[src/hdl/mac_map_pkg.sv]
`default_nettype none

package mac_map_pkg;

  // ====================================================================
  // CPU bus shape
  // ====================================================================
  localparam int addr_msb   = 23;  // A23 is the top address line
  localparam int addr_lsb   = 1;   // 68000 has no A0
  localparam int data_width = 16;

  typedef logic [addr_msb:addr_lsb] addr_t;  // Word address, 23 bits
  typedef logic [data_width-1:0]    data_t;

  // ====================================================================
  // Memory map
  // ====================================================================
  // Regions picked by A23..A20
  typedef enum logic [2:0] {
    rgn_low_mem = 3'd0,  // 0x000000..0x3fffff, ROM or RAM by overlay
    rgn_rom     = 3'd1,  // 0x400000
    rgn_scsi    = 3'd2,  // 0x580000 page only
    rgn_ram_hi  = 3'd3,  // 0x600000, RAM while overlay is off
    rgn_scc     = 3'd4,
    rgn_iwm     = 3'd5,
    rgn_via     = 3'd6,  // 0xe80000 block
    rgn_other   = 3'd7
  } region_e;

  localparam logic [23:0] ram_boot_base = 24'h600000;  // RAM at boot
  localparam logic [7:0]  scsi_page     = 8'h80;       // A19..A12 for SCSI

endpackage

`default_nettype wire

[src/hdl/via_pkg.sv]
`default_nettype none

package via_pkg;

  typedef logic [7:0] via_byte_t;
  typedef logic [6:0] via_flags_t;  // IFR and IER without bit 7

  // Register select, A12..A9
  typedef enum logic [3:0] {
    rs_orb    = 4'h0,
    rs_ora_hs = 4'h1,  // ORA with handshake, unused here
    rs_ddrb   = 4'h2,
    rs_ddra   = 4'h3,
    rs_t1c_lo = 4'h4,
    rs_t1c_hi = 4'h5,
    rs_t1l_lo = 4'h6,
    rs_t1l_hi = 4'h7,
    rs_t2c_lo = 4'h8,
    rs_t2c_hi = 4'h9,
    rs_sr     = 4'ha,
    rs_acr    = 4'hb,
    rs_pcr    = 4'hc,
    rs_ifr    = 4'hd,
    rs_ier    = 4'he,
    rs_ora    = 4'hf
  } via_rs_e;

  // Bit positions inside IFR and IER
  typedef enum logic [2:0] {
    int_onesec    = 3'd0,
    int_vblank    = 3'd1,
    int_kbd_ready = 3'd2,
    int_kbd_bit   = 3'd3,
    int_kbd_clk   = 3'd4,
    int_t2        = 3'd5,
    int_t1        = 3'd6
  } int_bit_e;

  // ACR bits 4..2, shift register control
  typedef enum logic [2:0] {
    shift_off      = 3'b000,
    shift_in_t2    = 3'b001,
    shift_in_phi2  = 3'b010,
    shift_in_ext   = 3'b011,  // Keyboard to host
    shift_out_free = 3'b100,
    shift_out_t2   = 3'b101,
    shift_out_phi2 = 3'b110,
    shift_out_ext  = 3'b111   // Host to keyboard
  } sr_mode_e;

  localparam via_byte_t porta_reset = 8'h7f;  // Overlay bit 4 high
  localparam via_byte_t portb_reset = 8'hff;

endpackage

`default_nettype wire

[src/hdl/via_bus_if.sv]
`timescale 1ns/1ps
`default_nettype none

// One decoded VIA access, upper byte lane only
interface via_bus_if;
  import via_pkg::*;

  logic      sel;    // VIA chip select, AS and UDS already qualified
  via_rs_e   rs;     // A12..A9
  logic      wr;     // Bus write cycle
  logic      rd;     // Bus read cycle
  via_byte_t wdata;  // D15..D8

  modport master (
    output sel, rs, wr, rd, wdata
  );

  modport slave (
    input sel, rs, wr, rd, wdata
  );

endinterface

`default_nettype wire

[src/hdl/bus_decode.sv]
`timescale 1ns/1ps
`default_nettype none

module bus_decode (
  input  mac_map_pkg::addr_t  cpu_addr,
  input  mac_map_pkg::data_t  cpu_dout,
  input  logic                cpu_rw,     // 1 read, 0 write
  input  logic                cpu_uds_n,
  input  logic                cpu_as_n,
  input  logic                overlaid,
  input  mac_map_pkg::data_t  ram_dout,
  input  mac_map_pkg::data_t  rom_dout,
  input  via_pkg::via_byte_t  via_rdata,
  output mac_map_pkg::data_t  cpu_din,
  output logic                vpa_n,
  output logic                ram_cs,
  output logic                rom_cs,
  output mac_map_pkg::addr_t  ram_addr,
  via_bus_if.master           via
);
  import mac_map_pkg::*;

  localparam addr_t ram_base_word = ram_boot_base[23:1];  // As word address

  region_e region;
  logic    periph;  // Peripheral space, reads zero unless VIA

  // ====================================================================
  // Region decode
  // ====================================================================
  always_comb begin
    region = rgn_other;
    casez (cpu_addr[23:20])
      4'b00??: region = rgn_low_mem;
      4'b0100: region = rgn_rom;
      4'b0101: if (cpu_addr[19:12] == scsi_page) region = rgn_scsi;
      4'b0110: region = rgn_ram_hi;
      4'b10?1: region = rgn_scc;
      4'b1101: region = rgn_iwm;
      4'b1110: region = rgn_via;
      default: region = rgn_other;
    endcase
  end

  // Overlay moves RAM down to zero
  always_comb begin
    ram_cs = 1'b0;
    rom_cs = 1'b0;
    case (region)
      rgn_low_mem: begin
        if (overlaid) ram_cs = 1'b1;
        else          rom_cs = 1'b1;  // Boot vectors from ROM
      end
      rgn_rom:    rom_cs = 1'b1;
      rgn_ram_hi: ram_cs = !overlaid;  // Nothing here after overlay
      default: ;
    endcase
  end

  assign ram_addr = overlaid ? cpu_addr : cpu_addr - ram_base_word;

  assign vpa_n  = cpu_as_n | ~cpu_addr[23];  // Autovector, VIA cycles
  assign periph = cpu_addr[23] | (region == rgn_scsi);

  // ====================================================================
  // VIA access
  // ====================================================================
  assign via.sel   = ~cpu_as_n & ~cpu_uds_n & (region == rgn_via);
  assign via.rs    = via_pkg::via_rs_e'(cpu_addr[12:9]);
  assign via.wr    = ~cpu_as_n & ~cpu_rw;
  assign via.rd    = ~cpu_as_n &  cpu_rw;
  assign via.wdata = cpu_dout[15:8];  // Upper lane only

  // Read data toward the CPU
  always_comb begin
    if (via.sel && via.rd)
      cpu_din = {via_rdata, via_rdata};  // Same byte on both lanes
    else if (periph)
      cpu_din = '0;                      // SCSI, SCC, IWM and the rest
    else if (ram_cs)
      cpu_din = ram_dout;
    else
      cpu_din = rom_dout;
  end

endmodule

`default_nettype wire

[src/hdl/mac_glue.sv]
`timescale 1ns/1ps
`default_nettype none

module mac_glue #(
  parameter int vblanks_per_second = 60,
  parameter int prescale_bits      = 5
) (
  input  logic               clk_cpu,
  input  logic               reset,
  // CPU bus
  input  mac_map_pkg::addr_t cpu_addr,
  input  mac_map_pkg::data_t cpu_dout,
  input  logic               cpu_rw,
  input  logic               cpu_uds_n,
  input  logic               cpu_as_n,
  output mac_map_pkg::data_t cpu_din,
  output logic               vpa_n,
  // Memories
  input  mac_map_pkg::data_t ram_dout,
  input  mac_map_pkg::data_t rom_dout,
  output logic               ram_cs,
  output logic               rom_cs,
  output mac_map_pkg::addr_t ram_addr,
  // VIA pins
  input  logic               vsync,
  input  logic               hsync,
  input  logic               rtc_data,
  output logic               irq_n,
  output logic [2:0]         audio,
  output via_pkg::via_byte_t port_b
);
  import via_pkg::*;

  via_byte_t   via_rdata;
  logic        overlaid;
  via_flags_t  ier;
  via_flags_t  ifr;
  logic        sr_written;
  logic [15:0] t2_count;
  logic        t2_expire;

  via_bus_if via_bus ();

  // ====================================================================
  // Address decode and data mux
  // ====================================================================
  bus_decode i_bus_decode (
    .cpu_addr  (cpu_addr),
    .cpu_dout  (cpu_dout),
    .cpu_rw    (cpu_rw),
    .cpu_uds_n (cpu_uds_n),
    .cpu_as_n  (cpu_as_n),
    .overlaid  (overlaid),
    .ram_dout  (ram_dout),
    .rom_dout  (rom_dout),
    .via_rdata (via_rdata),
    .cpu_din   (cpu_din),
    .vpa_n     (vpa_n),
    .ram_cs    (ram_cs),
    .rom_cs    (rom_cs),
    .ram_addr  (ram_addr),
    .via       (via_bus)
  );

  // ====================================================================
  // VIA
  // ====================================================================
  via_regs i_via_regs (
    .clk_cpu    (clk_cpu),
    .reset      (reset),
    .via        (via_bus),
    .hsync      (hsync),
    .rtc_data   (rtc_data),
    .ifr        (ifr),
    .t2_count   (t2_count),
    .via_rdata  (via_rdata),
    .overlaid   (overlaid),
    .ier        (ier),
    .sr_mode    (),          // Used inside for the SR strobe
    .sr_written (sr_written),
    .audio      (audio),
    .port_b     (port_b)
  );

  via_timer2 #(
    .prescale_bits (prescale_bits)
  ) i_via_timer2 (
    .clk_cpu   (clk_cpu),
    .reset     (reset),
    .via       (via_bus),
    .t2_count  (t2_count),
    .t2_expire (t2_expire)
  );

  via_irq #(
    .vblanks_per_second (vblanks_per_second)
  ) i_via_irq (
    .clk_cpu    (clk_cpu),
    .reset      (reset),
    .via        (via_bus),
    .vsync      (vsync),
    .ier        (ier),
    .sr_written (sr_written),
    .t2_expire  (t2_expire),
    .ifr        (ifr),
    .irq_n      (irq_n)
  );

endmodule

`default_nettype wire

[src/hdl/via_irq.sv]
`timescale 1ns/1ps
`default_nettype none

module via_irq #(
  parameter int vblanks_per_second = 60
) (
  input  logic                clk_cpu,
  input  logic                reset,
  via_bus_if.slave            via,
  input  logic                vsync,
  input  via_pkg::via_flags_t ier,
  input  logic                sr_written,
  input  logic                t2_expire,
  output via_pkg::via_flags_t ifr,
  output logic                irq_n
);
  import via_pkg::*;

  localparam int cnt_w = $clog2(vblanks_per_second + 1);
  localparam logic [cnt_w-1:0] cnt_last = cnt_w'(vblanks_per_second - 1);

  logic             vsync_q;    // Sampled vsync
  logic             vsync_qq;   // Previous sample
  logic             vsync_fall;
  logic [cnt_w-1:0] vblank_cnt;
  logic             wr_en;
  logic             rd_en;
  via_flags_t       set_bits;
  via_flags_t       clr_bits;

  assign wr_en = via.sel & via.wr;
  assign rd_en = via.sel & via.rd;

  // ====================================================================
  // Vertical blank and one second
  // ====================================================================
  always_ff @(posedge clk_cpu) begin
    if (reset) begin
      vsync_q    <= 1'b0;
      vsync_qq   <= 1'b0;
      vblank_cnt <= '0;
    end else begin
      vsync_q  <= vsync;
      vsync_qq <= vsync_q;
      if (vsync_fall) begin
        if (vblank_cnt == cnt_last) vblank_cnt <= '0;
        else                        vblank_cnt <= vblank_cnt + 1'b1;
      end
    end
  end

  assign vsync_fall = vsync_qq & ~vsync_q;

  // Flag sources and clears, set wins
  always_comb begin
    set_bits = '0;
    clr_bits = '0;
    set_bits[int_kbd_ready] = sr_written;
    set_bits[int_t2]        = t2_expire;
    set_bits[int_vblank]    = vsync_fall;
    set_bits[int_onesec]    = vsync_fall & (vblank_cnt == cnt_last);
    if (wr_en) begin
      case (via.rs)
        rs_ifr:    clr_bits = via.wdata[6:0];  // Write 1 to clear
        rs_t2c_hi: clr_bits[int_t2] = 1'b1;
        default: ;
      endcase
    end
    if (rd_en) begin
      case (via.rs)
        rs_orb: begin
          clr_bits[int_kbd_clk] = 1'b1;
          clr_bits[int_kbd_bit] = 1'b1;
        end
        rs_t2c_lo: clr_bits[int_t2]        = 1'b1;
        rs_sr:     clr_bits[int_kbd_ready] = 1'b1;
        rs_ora: begin
          clr_bits[int_onesec] = 1'b1;
          clr_bits[int_vblank] = 1'b1;
        end
        default: ;
      endcase
    end
  end

  always_ff @(posedge clk_cpu) begin
    if (reset) ifr <= '0;
    else       ifr <= (ifr & ~clr_bits) | set_bits;
  end

  assign irq_n = ~|(ifr & ier);  // Level, active low

endmodule

`default_nettype wire

[src/hdl/via_regs.sv]
`timescale 1ns/1ps
`default_nettype none

module via_regs (
  input  logic                clk_cpu,
  input  logic                reset,
  via_bus_if.slave            via,
  input  logic                hsync,
  input  logic                rtc_data,
  input  via_pkg::via_flags_t ifr,
  input  logic [15:0]         t2_count,
  output via_pkg::via_byte_t  via_rdata,
  output logic                overlaid,
  output via_pkg::via_flags_t ier,
  output via_pkg::sr_mode_e   sr_mode,
  output logic                sr_written,   // Pulse toward kbd_ready
  output logic [2:0]          audio,
  output via_pkg::via_byte_t  port_b
);
  import via_pkg::*;

  via_byte_t   orb;        // Port B output
  via_byte_t   ora;        // Port A output
  logic        ddrb0;      // Direction of PB0, RTC data line
  via_byte_t   acr;
  via_byte_t   sr;         // Keyboard shift register
  logic [15:0] t1_count;   // Timer 1 holds values only
  logic [15:0] t1_latch;
  logic        wr_en;

  assign wr_en = via.sel & via.wr;

  // ====================================================================
  // Register writes
  // ====================================================================
  always_ff @(posedge clk_cpu) begin
    if (reset) begin
      orb      <= portb_reset;
      ora      <= porta_reset;
      ddrb0    <= 1'b1;
      acr      <= '0;
      ier      <= '0;
      overlaid <= 1'b0;
    end else if (wr_en) begin
      case (via.rs)
        rs_orb:  orb   <= via.wdata;
        rs_ddrb: ddrb0 <= via.wdata[0];
        rs_acr:  acr   <= via.wdata;
        rs_ier: begin
          if (via.wdata[7]) ier <= ier |  via.wdata[6:0];  // Bit 7 set
          else              ier <= ier & ~via.wdata[6:0];  // Bit 7 clear
        end
        rs_ora: begin
          ora <= via.wdata;
          if (!via.wdata[4]) overlaid <= 1'b1;  // Sticky until reset
        end
        default: ;
      endcase
    end
  end

  // Timer 1 and shift data
  always_ff @(posedge clk_cpu) begin
    if (wr_en) begin
      case (via.rs)
        rs_t1c_lo: t1_count[7:0]  <= via.wdata;
        rs_t1c_hi: t1_count[15:8] <= via.wdata;
        rs_t1l_lo: t1_latch[7:0]  <= via.wdata;
        rs_t1l_hi: t1_latch[15:8] <= via.wdata;
        rs_sr:     sr             <= via.wdata;
        default: ;
      endcase
    end
  end

  assign sr_mode    = sr_mode_e'(acr[4:2]);
  assign sr_written = wr_en & (via.rs == rs_sr) & (sr_mode == shift_out_ext);

  assign audio  = ora[2:0];  // Sound volume
  assign port_b = orb;

  // ====================================================================
  // Read mux
  // ====================================================================
  always_comb begin
    case (via.rs)
      // Mouse X2, Y2 and button idle high
      rs_orb:    via_rdata = {orb[7], ~hsync, 3'b111, orb[2:1],
                              ddrb0 ? orb[0] : rtc_data};
      rs_ddrb:   via_rdata = {7'b1000011, ddrb0};
      rs_ddra:   via_rdata = 8'h7f;
      rs_t1c_lo: via_rdata = t1_count[7:0];
      rs_t1c_hi: via_rdata = t1_count[15:8];
      rs_t1l_lo: via_rdata = t1_latch[7:0];
      rs_t1l_hi: via_rdata = t1_latch[15:8];
      rs_t2c_lo: via_rdata = t2_count[7:0];
      rs_t2c_hi: via_rdata = t2_count[15:8];
      rs_sr:     via_rdata = sr;
      rs_acr:    via_rdata = acr;
      rs_pcr:    via_rdata = 8'h00;
      rs_ifr:    via_rdata = {|(ifr & ier), ifr};  // Top bit is any enabled
      rs_ier:    via_rdata = {1'b0, ier};
      rs_ora:    via_rdata = {1'b0, ora[6:0]};
      default:   via_rdata = 8'hbe;                // Open bus pattern
    endcase
  end

endmodule

`default_nettype wire

[src/hdl/via_timer2.sv]
`timescale 1ns/1ps
`default_nettype none

module via_timer2 #(
  parameter int prescale_bits = 5  // Tick every 2**n clocks
) (
  input  logic        clk_cpu,
  input  logic        reset,
  via_bus_if.slave    via,
  output logic [15:0] t2_count,
  output logic        t2_expire   // One clock wide
);
  import via_pkg::*;

  logic [prescale_bits-1:0] prescale;
  logic                     tick;
  logic                     armed;
  via_byte_t                latch_lo;
  logic                     load_lo;
  logic                     load_hi;

  assign load_lo = via.sel & via.wr & (via.rs == rs_t2c_lo);
  assign load_hi = via.sel & via.wr & (via.rs == rs_t2c_hi);

  // Free-running divider, roughly the VIA E clock
  always_ff @(posedge clk_cpu) begin
    if (reset) prescale <= '0;
    else       prescale <= prescale + 1'b1;
  end

  assign tick = (prescale == '0);

  always_ff @(posedge clk_cpu) begin
    if (load_lo) latch_lo <= via.wdata;
  end

  // ====================================================================
  // Countdown
  // ====================================================================
  always_ff @(posedge clk_cpu) begin
    if (reset) begin
      t2_count  <= '0;
      armed     <= 1'b0;
      t2_expire <= 1'b0;
    end else begin
      t2_expire <= 1'b0;
      if (load_hi) begin
        t2_count <= {via.wdata, latch_lo};  // High write starts the timer
        armed    <= 1'b1;
      end else if (armed && tick) begin
        if (t2_count == '0) begin
          armed     <= 1'b0;                // One shot
          t2_expire <= 1'b1;
        end else begin
          t2_count <= t2_count - 1'b1;
        end
      end
    end
  end

endmodule

`default_nettype wire

[config.mk]
export PLATFORM = sky130hd
export DESIGN_NAME = mac_glue
export DESIGN_NICKNAME = d
export VERILOG_FILES = /design/src/hdl/mac_map_pkg.sv /design/src/hdl/via_pkg.sv /design/src/hdl/via_bus_if.sv /design/src/hdl/bus_decode.sv /design/src/hdl/mac_glue.sv /design/src/hdl/via_irq.sv /design/src/hdl/via_regs.sv /design/src/hdl/via_timer2.sv
export SDC_FILE = /design/constraint.sdc
export NUM_CORES = 1
export LEC_CHECK = 0
export BUFFER_PORTS_ARGS = -buffer_cell sky130_fd_sc_hd__buf_2
export CELL_PAD_IN_SITES_DETAIL_PLACEMENT = 0
export CELL_PAD_IN_SITES_GLOBAL_PLACEMENT = 1
export CORE_UTILIZATION = 35
export CTS_BUF_LIST = sky130_fd_sc_hd__clkbuf_2 sky130_fd_sc_hd__clkbuf_4 sky130_fd_sc_hd__clkbuf_8
export DETAILED_ROUTE_END_ITERATION = 6
export GPL_ROUTABILITY_DRIVEN = 0
export GPL_TIMING_DRIVEN = 0
export PLACE_DENSITY = 0.75
export REMOVE_ABC_BUFFERS = 1
export SLEW_MARGIN = 20
export SYNTH_ARGS = -nofsm -noshare
export SYNTH_HDL_FRONTEND = slang
export SYNTH_SLANG_ARGS = --single-unit
[constraint.sdc]
create_clock -name clk_cpu -period 3.58 [get_ports clk_cpu]
set_input_delay 0.716 -clock clk_cpu [delete_from_list [all_inputs] [get_ports clk_cpu]]
set_output_delay 0.716 -clock clk_cpu [all_outputs]
set_load 0.01 [all_outputs]
==> flow_metrics.py <==
metrics = {
    "synthesis": {
        "ys.warnings.count": 0,
        "synthArstFlopShare_pct": 0,
        "synthAdderAreaFrac_pct": 1.00,
        "synth.area.mux_share_pct": 3.93,
        "ys_ff_latch": 118,
        "syn_inst": 646,
        "synth-edff-count": 48,
        "synth_top_family_by_area": "simple AND/OR/NAND/NOR gates",
        "synth_compound_area_share_pct": 19.0,
        "synth_ff_type": "dfxtp_1",
        "ys_types": 68,
        "avgSynthCellArea_um2": 9.66,
        "syn_area_um2": 6240,
        "yosys.area_share.xor_xnor_pct": 2.67,
        "yosys.area_share.simple_pct": 20.8,
        "seq_area_frac_synth_pct": 45.6,
    },
    "floorplan": {
        "fp.dieW_um": 136,
        "rows": 48,
        "dieHeight_um": 136,
        "start_util_pct": 36.0,
        "core_um2": 17400,
        "ios": 133,
        "die_area_um2": 18400,
    },
    "pwr": {
        "ir_drop_uv": 233,
        "p_total_uw": 2990,
        "p_per_area_nw_per_um2": 415,
        "p_leak_uw": 0.00254,
    },
    "sta": {
        "rsz0062_at_grt": "no",
        "maxSlewViolCount": 0,
        "skew_ns": 0.0102,
        "slew_headroom_pct": 40.1,
        "hold_violations": 0,
        "fin_crit_ns": 3.36,
        "report.final.setup_viol": 0,
        "max_freq_mhz": 298,
        "worst_slew_pin_slew_ns": 0.891,
        "hold_slack_ns": 0.452,
        "fin_ws_ns": 0.220,
        "post-route-period-util_pct": 93.9,
    },
    "placed_design": {
        "dp_slack_ns": -0.367,
        "portBuffers": 108,
        "dp_hpwl_mm": 12.7,
        "placed_cells": 913,
    },
    "drt": {
        "route.met2.wl_mm": 9.00,
        "dr.pass1.iters": 5,
        "antenna_left": 0,
        "drc": 0,
        "drtIter0Drc": 548,
        "drt-met1-wl_mm": 7.92,
        "top_layer": "met4",
        "viasPerCell": 5.73,
        "wire_per_inst_um": 19.8,
        "wl_mm": 18.7,
        "vias": 5416,
        "route.met3.wl_mm": 1.34,
    },
    "clock_tree": {
        "cts_inserted_buffers": 17,
        "cts_tree": "done",
        "cts_hold_buf": 0,
        "cts_max_level": 4,
        "cts_buffer_depth": 2,
        "insertion_delay_ns": 0.44,
        "root_buffer": "clkbuf_8",
        "clock-sinks": 118,
        "clkTransAtPathRegs_ns": 0.07,
    },
    "grt": {
        "grt_max_degree": 67,
        "grt_usage_pct": 20.7,
        "antenna_found_initial": 0,
        "grt_pass1_vias": 5115,
        "grt-ovfl-total": 0,
        "grt_first_pass_wirelength_mm": 28.3,
    },
    "setup_path": {
        "critPathLaunchType": "primary input",
        "crit_type": "in2out",
        "worstSetupEndpointType": "output pin",
        "crit_path_max_fanout": 46,
        "worstPathRequired_ns": 2.86,
        "r2r_setup_slack_ns": 1.06,
        "critical_path_arrival_ns": 2.64,
    },
    "final_layout": {
        "drive_above_1_share_pct": 26.4,
        "syn2layout_area_growth_pct": 15.3,
        "fin_nets": 792,
        "diodes": 0,
        "fin_cells": 946,
    },
    "run_status": {
        "outcome": "complete, no violations",
    },
    "worst_hold_path": {
        "hold_class": "reg2reg",
    },
    "run": {
        "drv_cap": 0,
    },
}
[stage by stage]
step / area, um2 / util, % / setup TNS, ns
6_report: 7190 / 41.5 / 0
2_1_floorplan: 5850 / - / 0
3_3_place_gp: 6670 / 38.4 / -11.82
4_1_cts: 7170 / 41.3 / 0
5_1_grt: 7190 / 41.5 / 0
3_5_place_dp: 6740 / 38.8 / -2.86
[area by class of cell]
| class | instances | area (um2) |
|---|---|---|
| clock buffer | 17 | 234 |
| clock inverter | 15 | 186 |
| fill | 1699 | 10200 |
| inverter | 13 | 53.8 |
| multi-input combinational | 444 | 3000 |
| sequential | 118 | 2840 |
| tap | 225 | 282 |
| timing repair buffer | 114 | 599 |
[power breakdown]
group	leakage [uW]	internal [uW]	total, uW	switching [uW]
Clock	0.000204	748	1300	557
Combinational	0.00133	98.1	275	177
Sequential	0.000997	1400	1410	4.67
[kinds of logic after synthesis]
| family | Yosys count |
|---|---|
| AND/OR/NAND/NOR | 243 |
| AO/OA/AOI/OAI | 156 |
| flip-flops | 118 |
| buffers and inverters | 84 |
| multiplexers | 21 |
| XOR/XNOR | 19 |
| adder cells (fa/ha/maj) | 5 |
[layout by cell type (no fill, tap or decap), types with 5 or more instances in the layout]
master,count
buf_2,104
a221o_1,10
nor2_1,51
a21oi_1,38
nor3_1,8
dfxtp_1,70
nor4_1,9
xnor2_1,7
mux2_2,8
buf_4,8
clkbuf_8,17
a31oi_1,10
nand4_1,11
a22oi_1,13
nand3_1,30
nand2b_1,12
o21ai_0,17
nand2_1,46
edfxtp_1,48
xor2_1,12
nor2b_1,22
mux2i_1,11
o221ai_1,6
and3_1,10
a221oi_1,6
a211oi_2,16
inv_1,10
ha_1,5
a211o_1,17
[worst paths after layout]
kind | from | to | cells after the start
min | i_via_irq.ifr[3] | i_via_irq.ifr[3] | 2
max reg2reg | i_via_timer2.prescale[0] | i_via_timer2.t2_count[14] | 7
max | cpu_addr[9] | cpu_din[8] | 8
min reg2reg | i_via_irq.ifr[3] | i_via_irq.ifr[3] | 2
[metal layers]
layer  up-vias  track usage [%]
met5         -                0
met4         0             8.30
met3        32             4.34
met2       248             34.1
met1      2625             26.3
li1       2511                -
[cells in the mapped netlist (3+ instances only)]
library cell  number  area share (%)
dfxtp_1           70              22
nor2_1            51             3.1
edfxtp_1          48              23
nand2_1           46             2.8
a21oi_1           39             3.1
clkbuf_1          33             2.0
nand3_1           30             2.4
nor2b_1           25             2.5
buf_4             24             2.9
a211o_1           17             2.4
o21ai_0           17             1.4
a211oi_2          16             3.2
a22oi_1           13             1.6
nor4_1            13             1.3
nand2b_1          12             1.2
xor2_1            12             1.7
mux2i_1           11             1.8
nand4_1           11             1.1
a221o_1           10             1.6
a31oi_1           10             1.0
and3_1            10             1.0
inv_1             10            0.60
nor3_1             9            0.72
mux2_2             8             1.4
xnor2_1            7            0.98
a221oi_1           6            0.84
o221ai_1           6            0.84
buf_1              5            0.30
ha_1               5             1.0
a32oi_1            4            0.56
buf_2              4            0.32
buf_6              4            0.72
nand3b_1           4            0.48
nor4b_1            4            0.56
and2_1             3            0.30
clkinv_1           3            0.18
or2_2              3            0.30
or3_1              3            0.30
or4b_2             3            0.48
[flip-flops by register name, indices dropped and copies added (netlist names), named ones only]
| signal | cells |
|---|---|
| i_via_irq.ifr | 7 |
| i_via_irq.vsync_q | 1 |
| i_via_regs.acr | 8 |
| i_via_irq.vsync_qq | 1 |
| i_via_timer2.latch_lo | 8 |
| i_via_regs.ora | 7 |
| i_via_timer2.prescale | 5 |
| i_via_timer2.armed | 1 |
| i_via_timer2.t2_count | 16 |
| i_via_regs.port_b | 8 |
| i_via_timer2.t2_expire | 1 |
| i_via_irq.vblank_cnt | 6 |
| i_via_regs.t1_latch | 16 |
| i_via_regs.sr | 8 |
| i_via_regs.t1_count | 16 |
| i_via_regs.ddrb0 | 1 |
| i_via_regs.overlaid | 1 |
[what timing repair did]
item,in CTS,in global routing
setup buffers,0,1
resized for setup,6,4
setup endpoints to repair,14,8
[critical path: stages]
cell	delay, ns
buf_4	0.41
clkinvlp_4	0.15
buf_4	0.20
a31oi_1	0.22
o221ai_1	0.25
a221oi_1	0.43
nand2_1	0.09
buf_2	0.14
(Power assumes the default switching activity.)
